**src/source/mmu_pkg.sv**
```systemverilog
// Sv39 address translation definitions
// Widths, vector types, PTE flag bit indices
// Privilege, access kind and page level codes
// Lookup, fill, CSR and flush structs
package mmu_pkg;

  // ==================================================
  // Widths and vector types
  // ==================================================
  localparam int PAGE_SHIFT = 12;  // 4 KiB base page
  localparam int VPN_W      = 27;  // VPN[2:0], 9 bits each
  localparam int PPN_W      = 44;
  localparam int PA_W       = 56;

  typedef logic [63:0]       vaddr_t;       // Bits 38:0 translated
  typedef logic [VPN_W-1:0]  vpn_t;         // vaddr[38:12]
  typedef logic [PPN_W-1:0]  ppn_t;
  typedef logic [PA_W-1:0]   paddr_t;
  typedef logic [7:0]        pte_flags_t;   // V R W X U G A D from bit 0
  typedef logic [1:0]        page_level_t;
  typedef logic [1:0]        priv_t;
  typedef logic [1:0]        access_t;

  // PTE flag positions
  localparam int PTE_V = 0;
  localparam int PTE_R = 1;
  localparam int PTE_W = 2;
  localparam int PTE_X = 3;
  localparam int PTE_U = 4;
  localparam int PTE_G = 5;  // Global
  localparam int PTE_A = 6;  // Accessed
  localparam int PTE_D = 7;  // Dirty

  // ==================================================
  // Codes
  // ==================================================
  localparam page_level_t LEVEL_4K = 2'd0;
  localparam page_level_t LEVEL_2M = 2'd1;
  localparam page_level_t LEVEL_1G = 2'd2;

  localparam priv_t PRIV_U = 2'd0;
  localparam priv_t PRIV_S = 2'd1;
  localparam priv_t PRIV_M = 2'd3;

  localparam access_t ACCESS_LOAD  = 2'd0;
  localparam access_t ACCESS_STORE = 2'd1;
  localparam access_t ACCESS_FETCH = 2'd2;

  // ==================================================
  // Structs
  // ==================================================
  typedef struct packed {
    logic    valid;
    vaddr_t  vaddr;
    access_t access;
  } tlb_req_t;

  typedef struct packed {
    logic   hit;
    logic   page_fault;
    paddr_t paddr;       // Only meaningful with hit
  } tlb_resp_t;

  typedef struct packed {
    logic        valid;
    vpn_t        vpn;
    ppn_t        ppn;
    pte_flags_t  flags;
    page_level_t level;
  } tlb_fill_t;

  typedef struct packed {
    logic  translation_on;  // satp.MODE != bare
    priv_t priv;
    logic  sum;
    logic  mxr;
  } tlb_csr_t;

  typedef struct packed {
    logic   all;
    logic   by_addr;
    vaddr_t addr;
  } tlb_flush_t;

endpackage

```
**src/source/tlb_perm_check.sv**
```systemverilog
// PTE permission check for one access
// Leaf encoding, U bit against privilege and SUM,
// access kind against R, W, X and MXR
module tlb_perm_check (
  input  mmu_pkg::pte_flags_t flags,
  input  mmu_pkg::access_t    access,
  input  mmu_pkg::tlb_csr_t   csr,
  output logic                perm_ok
);

  logic flag_v, flag_r, flag_w, flag_x, flag_u;
  logic leaf_ok;  // Encoding and privilege pass
  logic kind_ok;  // Access kind allowed by flags

  assign flag_v = flags[mmu_pkg::PTE_V];
  assign flag_r = flags[mmu_pkg::PTE_R];
  assign flag_w = flags[mmu_pkg::PTE_W];
  assign flag_x = flags[mmu_pkg::PTE_X];
  assign flag_u = flags[mmu_pkg::PTE_U];

  // ==================================================
  // Encoding and privilege
  // ==================================================
  always_comb begin
    leaf_ok = 1'b1;
    if (!flag_v) begin
      leaf_ok = 1'b0;
    end else if (!flag_r && !flag_w && !flag_x) begin
      leaf_ok = 1'b0;                      // Pointer, not a leaf
    end else if (flag_w && !flag_r) begin
      leaf_ok = 1'b0;                      // Reserved combination
    end else if (csr.priv == mmu_pkg::PRIV_U) begin
      leaf_ok = flag_u;                    // User needs U page
    end else if (csr.priv == mmu_pkg::PRIV_S) begin
      leaf_ok = !(flag_u && !csr.sum);     // U page only with SUM
    end
    // M mode and code 2 skip the U checks
  end

  // Access kind
  always_comb begin
    case (access)
      mmu_pkg::ACCESS_FETCH: kind_ok = flag_x;
      mmu_pkg::ACCESS_STORE: kind_ok = flag_w;
      default:               kind_ok = flag_r || (flag_x && csr.mxr);  // Load
    endcase
  end

  assign perm_ok = leaf_ok && kind_ok;

endmodule

```
**src/source/tlb.sv**
```systemverilog
// Fully associative Sv39 TLB
// Parallel VPN lookup, highest matching index wins
// Physical address from page level, permission check,
// flush all or by address, round-robin fill
module tlb #(
  parameter int TLB_ENTRIES = 8  // Power of two
) (
  input  logic                clk,
  input  logic                reset_n,
  input  mmu_pkg::tlb_req_t   req,
  input  mmu_pkg::tlb_fill_t  fill,
  input  mmu_pkg::tlb_csr_t   csr,
  input  mmu_pkg::tlb_flush_t flush,
  output mmu_pkg::tlb_resp_t  resp
);

  localparam int IDX_W  = $clog2(TLB_ENTRIES);
  localparam int PPN_W  = mmu_pkg::PPN_W;
  localparam int OFS_4K = mmu_pkg::PAGE_SHIFT;  // Offset bits per level
  localparam int OFS_2M = OFS_4K + 9;
  localparam int OFS_1G = OFS_4K + 18;

  // ==================================================
  // Entry storage
  // ==================================================
  logic [TLB_ENTRIES-1:0] entry_valid;
  mmu_pkg::vpn_t          entry_vpn   [TLB_ENTRIES];
  mmu_pkg::ppn_t          entry_ppn   [TLB_ENTRIES];
  mmu_pkg::pte_flags_t    entry_flags [TLB_ENTRIES];
  mmu_pkg::page_level_t   entry_level [TLB_ENTRIES];

  logic [IDX_W-1:0] replace_ptr;  // Next slot to fill

  // Lookup side
  mmu_pkg::vpn_t        req_vpn;
  mmu_pkg::vpn_t        flush_vpn;
  logic                 hit_found;
  logic [IDX_W-1:0]     hit_idx;
  logic                 hit;
  logic                 perm_ok;
  mmu_pkg::ppn_t        sel_ppn;
  mmu_pkg::pte_flags_t  sel_flags;
  mmu_pkg::page_level_t sel_level;
  mmu_pkg::paddr_t      paddr;

  assign req_vpn   = req.vaddr[OFS_4K +: mmu_pkg::VPN_W];    // vaddr[38:12]
  assign flush_vpn = flush.addr[OFS_4K +: mmu_pkg::VPN_W];

  // ==================================================
  // Parallel lookup
  // ==================================================
  always_comb begin
    hit_found = 1'b0;
    hit_idx   = '0;
    for (int i = 0; i < TLB_ENTRIES; i++) begin
      // Full VPN compare, superpages too
      if (entry_valid[i] && (entry_vpn[i] == req_vpn)) begin
        hit_found = 1'b1;
        hit_idx   = IDX_W'(i);  // Later match overrides
      end
    end
  end

  assign hit = req.valid && csr.translation_on && hit_found;

  // Selected entry payload
  assign sel_ppn   = entry_ppn[hit_idx];
  assign sel_flags = entry_flags[hit_idx];
  assign sel_level = entry_level[hit_idx];

  // Physical address, offset width from level
  always_comb begin
    case (sel_level)
      mmu_pkg::LEVEL_2M: begin
        paddr = {sel_ppn[PPN_W-1:OFS_2M-OFS_4K], req.vaddr[OFS_2M-1:0]};
      end
      mmu_pkg::LEVEL_1G: begin
        paddr = {sel_ppn[PPN_W-1:OFS_1G-OFS_4K], req.vaddr[OFS_1G-1:0]};
      end
      default: begin
        paddr = {sel_ppn, req.vaddr[OFS_4K-1:0]};  // 4 KiB, level 3 too
      end
    endcase
  end

  tlb_perm_check perm_i (
    .flags   (sel_flags),
    .access  (req.access),
    .csr     (csr),
    .perm_ok (perm_ok)
  );

  assign resp = '{hit: hit, page_fault: hit && !perm_ok, paddr: paddr};

  // ==================================================
  // Flush and fill
  // ==================================================
  always_ff @(posedge clk or negedge reset_n) begin
    if (!reset_n) begin
      entry_valid <= '0;
      replace_ptr <= '0;
    end else begin
      if (flush.all) begin
        entry_valid <= '0;
      end else if (flush.by_addr) begin
        for (int i = 0; i < TLB_ENTRIES; i++) begin
          if (entry_vpn[i] == flush_vpn) begin
            entry_valid[i] <= 1'b0;
          end
        end
      end
      // Fill after flush, so the filled slot stays valid
      if (fill.valid) begin
        entry_valid[replace_ptr] <= 1'b1;
        replace_ptr              <= replace_ptr + 1'b1;  // Wraps at TLB_ENTRIES
      end
    end
  end

  // Payload write, guarded by entry_valid
  always_ff @(posedge clk) begin
    if (fill.valid) begin
      entry_vpn[replace_ptr]   <= fill.vpn;
      entry_ppn[replace_ptr]   <= fill.ppn;
      entry_flags[replace_ptr] <= fill.flags;
      entry_level[replace_ptr] <= fill.level;
    end
  end

endmodule

```
**src/source/mmu_tlbs.sv**
```systemverilog
// Translation top level
// Instruction TLB and data TLB on shared CSR state and flushes
// Separate request, fill and response per TLB
module mmu_tlbs #(
  parameter int ITLB_ENTRIES = 4,
  parameter int DTLB_ENTRIES = 8
) (
  input  logic                clk,
  input  logic                reset_n,

  // Instruction side
  input  mmu_pkg::tlb_req_t   itlb_req,
  input  mmu_pkg::tlb_fill_t  itlb_fill,
  output mmu_pkg::tlb_resp_t  itlb_resp,

  // Data side
  input  mmu_pkg::tlb_req_t   dtlb_req,
  input  mmu_pkg::tlb_fill_t  dtlb_fill,
  output mmu_pkg::tlb_resp_t  dtlb_resp,

  // Shared by both TLBs
  input  mmu_pkg::tlb_csr_t   csr,
  input  mmu_pkg::tlb_flush_t flush
);

  // ==================================================
  // Instruction TLB
  // ==================================================
  tlb #(
    .TLB_ENTRIES (ITLB_ENTRIES)
  ) itlb_i (
    .clk     (clk),
    .reset_n (reset_n),
    .req     (itlb_req),
    .fill    (itlb_fill),
    .csr     (csr),
    .flush   (flush),      // sfence hits both
    .resp    (itlb_resp)
  );

  // ==================================================
  // Data TLB
  // ==================================================
  tlb #(
    .TLB_ENTRIES (DTLB_ENTRIES)
  ) dtlb_i (
    .clk     (clk),
    .reset_n (reset_n),
    .req     (dtlb_req),
    .fill    (dtlb_fill),
    .csr     (csr),
    .flush   (flush),
    .resp    (dtlb_resp)
  );

endmodule

```
**config.mk**
```make
export PLATFORM = sky130hd
export DESIGN_NAME = mmu_tlbs
export DESIGN_NICKNAME = d
export VERILOG_FILES = /design/src/source/mmu_pkg.sv /design/src/source/tlb_perm_check.sv /design/src/source/tlb.sv /design/src/source/mmu_tlbs.sv
export SDC_FILE = /design/constraint.sdc
export NUM_CORES = 2
export LEC_CHECK = 0
export BUFFER_PORTS_ARGS = -buffer_cell sky130_fd_sc_hd__buf_2
export CAP_MARGIN = 40
export CORE_AREA = 3 3 338 340
export DETAILED_ROUTE_END_ITERATION = 8
export DIE_AREA = 0 0 341 343
export GPL_TIMING_DRIVEN = 0
export PLACE_DENSITY = 0.62
export SLEW_MARGIN = 10
export SYNTH_ARGS = -nofsm -noshare
export SYNTH_HDL_FRONTEND = slang
export SYNTH_HIERARCHICAL = 1
export SYNTH_SLANG_ARGS = --single-unit
```
**constraint.sdc**
```tcl
create_clock -name clk -period 11.03 [get_ports clk]
set_clock_uncertainty 0.15 [all_clocks]
set_input_delay 0 -clock clk [delete_from_list [all_inputs] [get_ports clk]]
set_output_delay 0 -clock clk [all_outputs]
set_load 0.03 [all_outputs]
```
==> flow_summary_export.csv <==
group,metric,value,unit
grt,grt_pass1_wl,206000,um
layout,nets,4096,
min_path,hold_path_end,"dtlb_i/entry_valid[5]",
status,status,"finished clean",
pwr,p_leak,18.9,nW
pwr,p_switching,2.83,mW
pwr,swShare,28.5,%
pwr,p_clk_share,32.5,%
floorplanning,initial_core_util,38.6,%
synth,syn_area,43200,sq um
detailed_routing,drt_first_pass_iters,5,
synth,syn_avg_cell_area,14.8,sq um
floorplanning,die_w,341,um
grt,grt_max_degree,50,
job,cap_viol_max_count,0,
critical_path,r2r-start,"itlb_i/entry_vpn[1][23]",
timing,fin_setup_tns,0,ns
grt,grt_pass1_vias,29100,
floorplanning,coreArea,112000,sq um
min_path,hp-start,"flush[35]",
clock_network,cts_tree,"done",
detailed_routing,drc,0,
floorplanning,ioPinCount,487,
pwr,power,9.91,mW
critical_path,cp-start-kind,"flip-flop",
timing,fin_crit_sh,58.1,%
critical_path,end_kind,"output port",
clock_network,cts_buffers,100,
critical_path,path_class,"flip-flop to output port",
clock_network,htree_levels,3,
critical_path,r2r_slack,7.52,ns
critical_path,r2r_cells,8,
grt,grt_usage,24.4,%
clock_network,cts_setup_buffers,0,
layout,area_delta_synth_final,25.0,%
timing,worst_pin_slew,0.905,ns
timing,finalCriticalPeriod,6.41,ns
place,dpl_cell_area,47900,sq um
floorplanning,die_h,343,um
clock_network,clkSlewWorstSetupHoldPaths,0.06,ns
detailed_routing,drtAntennaViolNets,0,
critical_path,worstPathArrival,6.26,ns
critical_path,setup.worst_path.start,"dtlb_i/entry_vpn[6][12]",
grt,antenna_found_initial,25,
clock_network,clkLatencyLatePin,0.68,ns
place,place_congestion,0.932,
grt,grt_overflow,0,
place,port-buffer-count,314,
critical_path,reg2reg_to,"itlb_i/entry_valid[1]",
detailed_routing,via_count,29400,
detailed_routing,wl_per_cell,27.6,um
detailed_routing,drt-initial-drc-count,3216,
pwr,ir_drop,150,uV
critical_path,crit_fanout,10,
clock_network,cts.path.max_buffers,3,
layout,fin_area,54000,sq um
synth,netlist_instances,2923,
critical_path,required,10.88,ns
detailed_routing,vias_per_cell,5.53,
pwr,p_int,7.09,mW
clock_network,clock_sinks,953,
timing,hold_viol_final,0,
detailed_routing,routed_wl,147000,um
clock_network,cts-root-buf,"clkbuf_16",
pwr,powerDensity,184,nW/um^2
timing,relSlewSlack,39.2,%
floorplanning,dieArea,117000,sq um
floorplanning,row_count,123,
timing,max_freq,156,MHz
min_path,hold_depth,5,
min_path,hold_class,"input port to flip-flop",
pwr,combinationalPowerShare,18.8,%
synth,synth_nets,3307,
timing,setup_viol,0,
place,dp_hpwl,102000,um
layout,drive_above_1_share,19.1,%
synth,ys_warn_count,6,
timing,hold_ws,0.0549,ns
timing,rsz0062_at_grt,"no",
timing,slew_viol_final,0,
pwr,seqPwrFrac,48.7,%
layout make-up:
type                    instances  area, sq um
diodes                         16         40.0
plain buffers                 200         1100
clock buffers                 116         2580
clock inverters                66          489
fillers                      9681        57900
inverters                      54          203
multi-input cells            1716        13400
flip-flops and latches        953        28500
well taps                    1500         1880
repair buffers                687         5750
power groups by stage:
stage / clock (mW) / sequential, mW / combinational, mW
floorplan: 0 / 4.92 / 0.977
global placement: 0 / 5.02 / 1.58
detailed placement: 0 / 4.90 / 1.76
CTS: 3.26 / 4.83 / 1.85
global route: 3.40 / 4.87 / 1.97
finish: 3.22 / 4.83 / 1.86
layer usage:
| metal | share of wire, % | vias to the layer above | wire [um] | GRT usage, % |
|---|---|---|---|---|
| met5 | 0.025 | - | 36 | 0 |
| met4 | 3.6 | 6 | 5310 | 8.60 |
| met3 | 11 | 323 | 15400 | 6.05 |
| met2 | 46 | 1570 | 67700 | 39.1 |
| met1 | 40 | 14700 | 58100 | 32.4 |
| li1 | - | 12800 | - | - |
worst max-delay path: stages (launching register included):
cell and delay [ns]:
edfxtp_1 0.42, xnor2_1 0.25, nand4_1 0.14, nor4_1 0.41
and4_1 0.39, clkbuf_1 0.38, nor2_1 0.17, and2_1 0.19
buf_2 0.22, clkbuf_1 0.37, a211o_1 0.37, ha_1 0.34
nor2b_1 0.28, clkbuf_1 0.37, clkbuf_1 0.40, nand2_1 0.14
o21ai_0 0.09, a2111oi_0 0.09, a211oi_1 0.30, buf_2 0.26
metrics by stage:
stage          setup WS [ns]  instances  util [%]
3_3_place_gp          -0.913       4737      41.7
3_5_place_dp            5.38       4816      42.9
4_1_cts                 4.64       5292      48.2
2_1_floorplan           4.34       2923         -
5_1_grt                 4.33       5298      48.3
6_report                4.62       5308      48.3
how the worst max path moves through the flow:
stage,endpoint,slack [ns],depth (start not counted)
finish,dtlb_resp[29],4.62,19
global route,dtlb_resp[29],4.33,18
CTS,dtlb_resp[29],4.64,19
detailed placement,dtlb_resp[29],5.38,20
global placement,dtlb_i/entry_ppn[0][14],-0.91,2
floorplan,dtlb_i/entry_flags[0][0],4.34,2
timing repair:
item                                   4_1_cts  5_1_grt
hold buffers                               294        0
gates resized for setup                      0        0
endpoints found under the hold margin     1115        0
state kept, by name, summed over array words and instances, names as in the netlist:
name / count
dtlb_i/entry_valid: 8
dtlb_i/entry_flags: 40
itlb_i/replace_ptr: 2
itlb_i/entry_ppn: 176
itlb_i/entry_vpn: 108
dtlb_i/entry_level: 16
itlb_i/entry_level: 8
dtlb_i/entry_vpn: 216
itlb_i/entry_flags: 20
dtlb_i/entry_ppn: 352
dtlb_i/replace_ptr: 3
itlb_i/entry_valid: 4
cell usage in the layout, fill, tap and decap left out, drive strengths merged, types with 14 or more instances in the layout:
cell	n
a211oi	61
a21boi	18
a21oi	18
a221oi	35
a22o	33
a32oi	18
buf	512
clkbuf	198
clkinv	57
dfrtp	17
diode	16
dlygate4sd3	293
edfxtp	936
inv	57
mux2i	138
nand2	70
nand2b	14
nand3	49
nand4	169
nor2	81
nor4	102
o21ai	37
o22ai	32
o31ai	27
or3	18
xnor2	395
xor2	256
No activity file was read; power rests on OpenSTA's default activity.
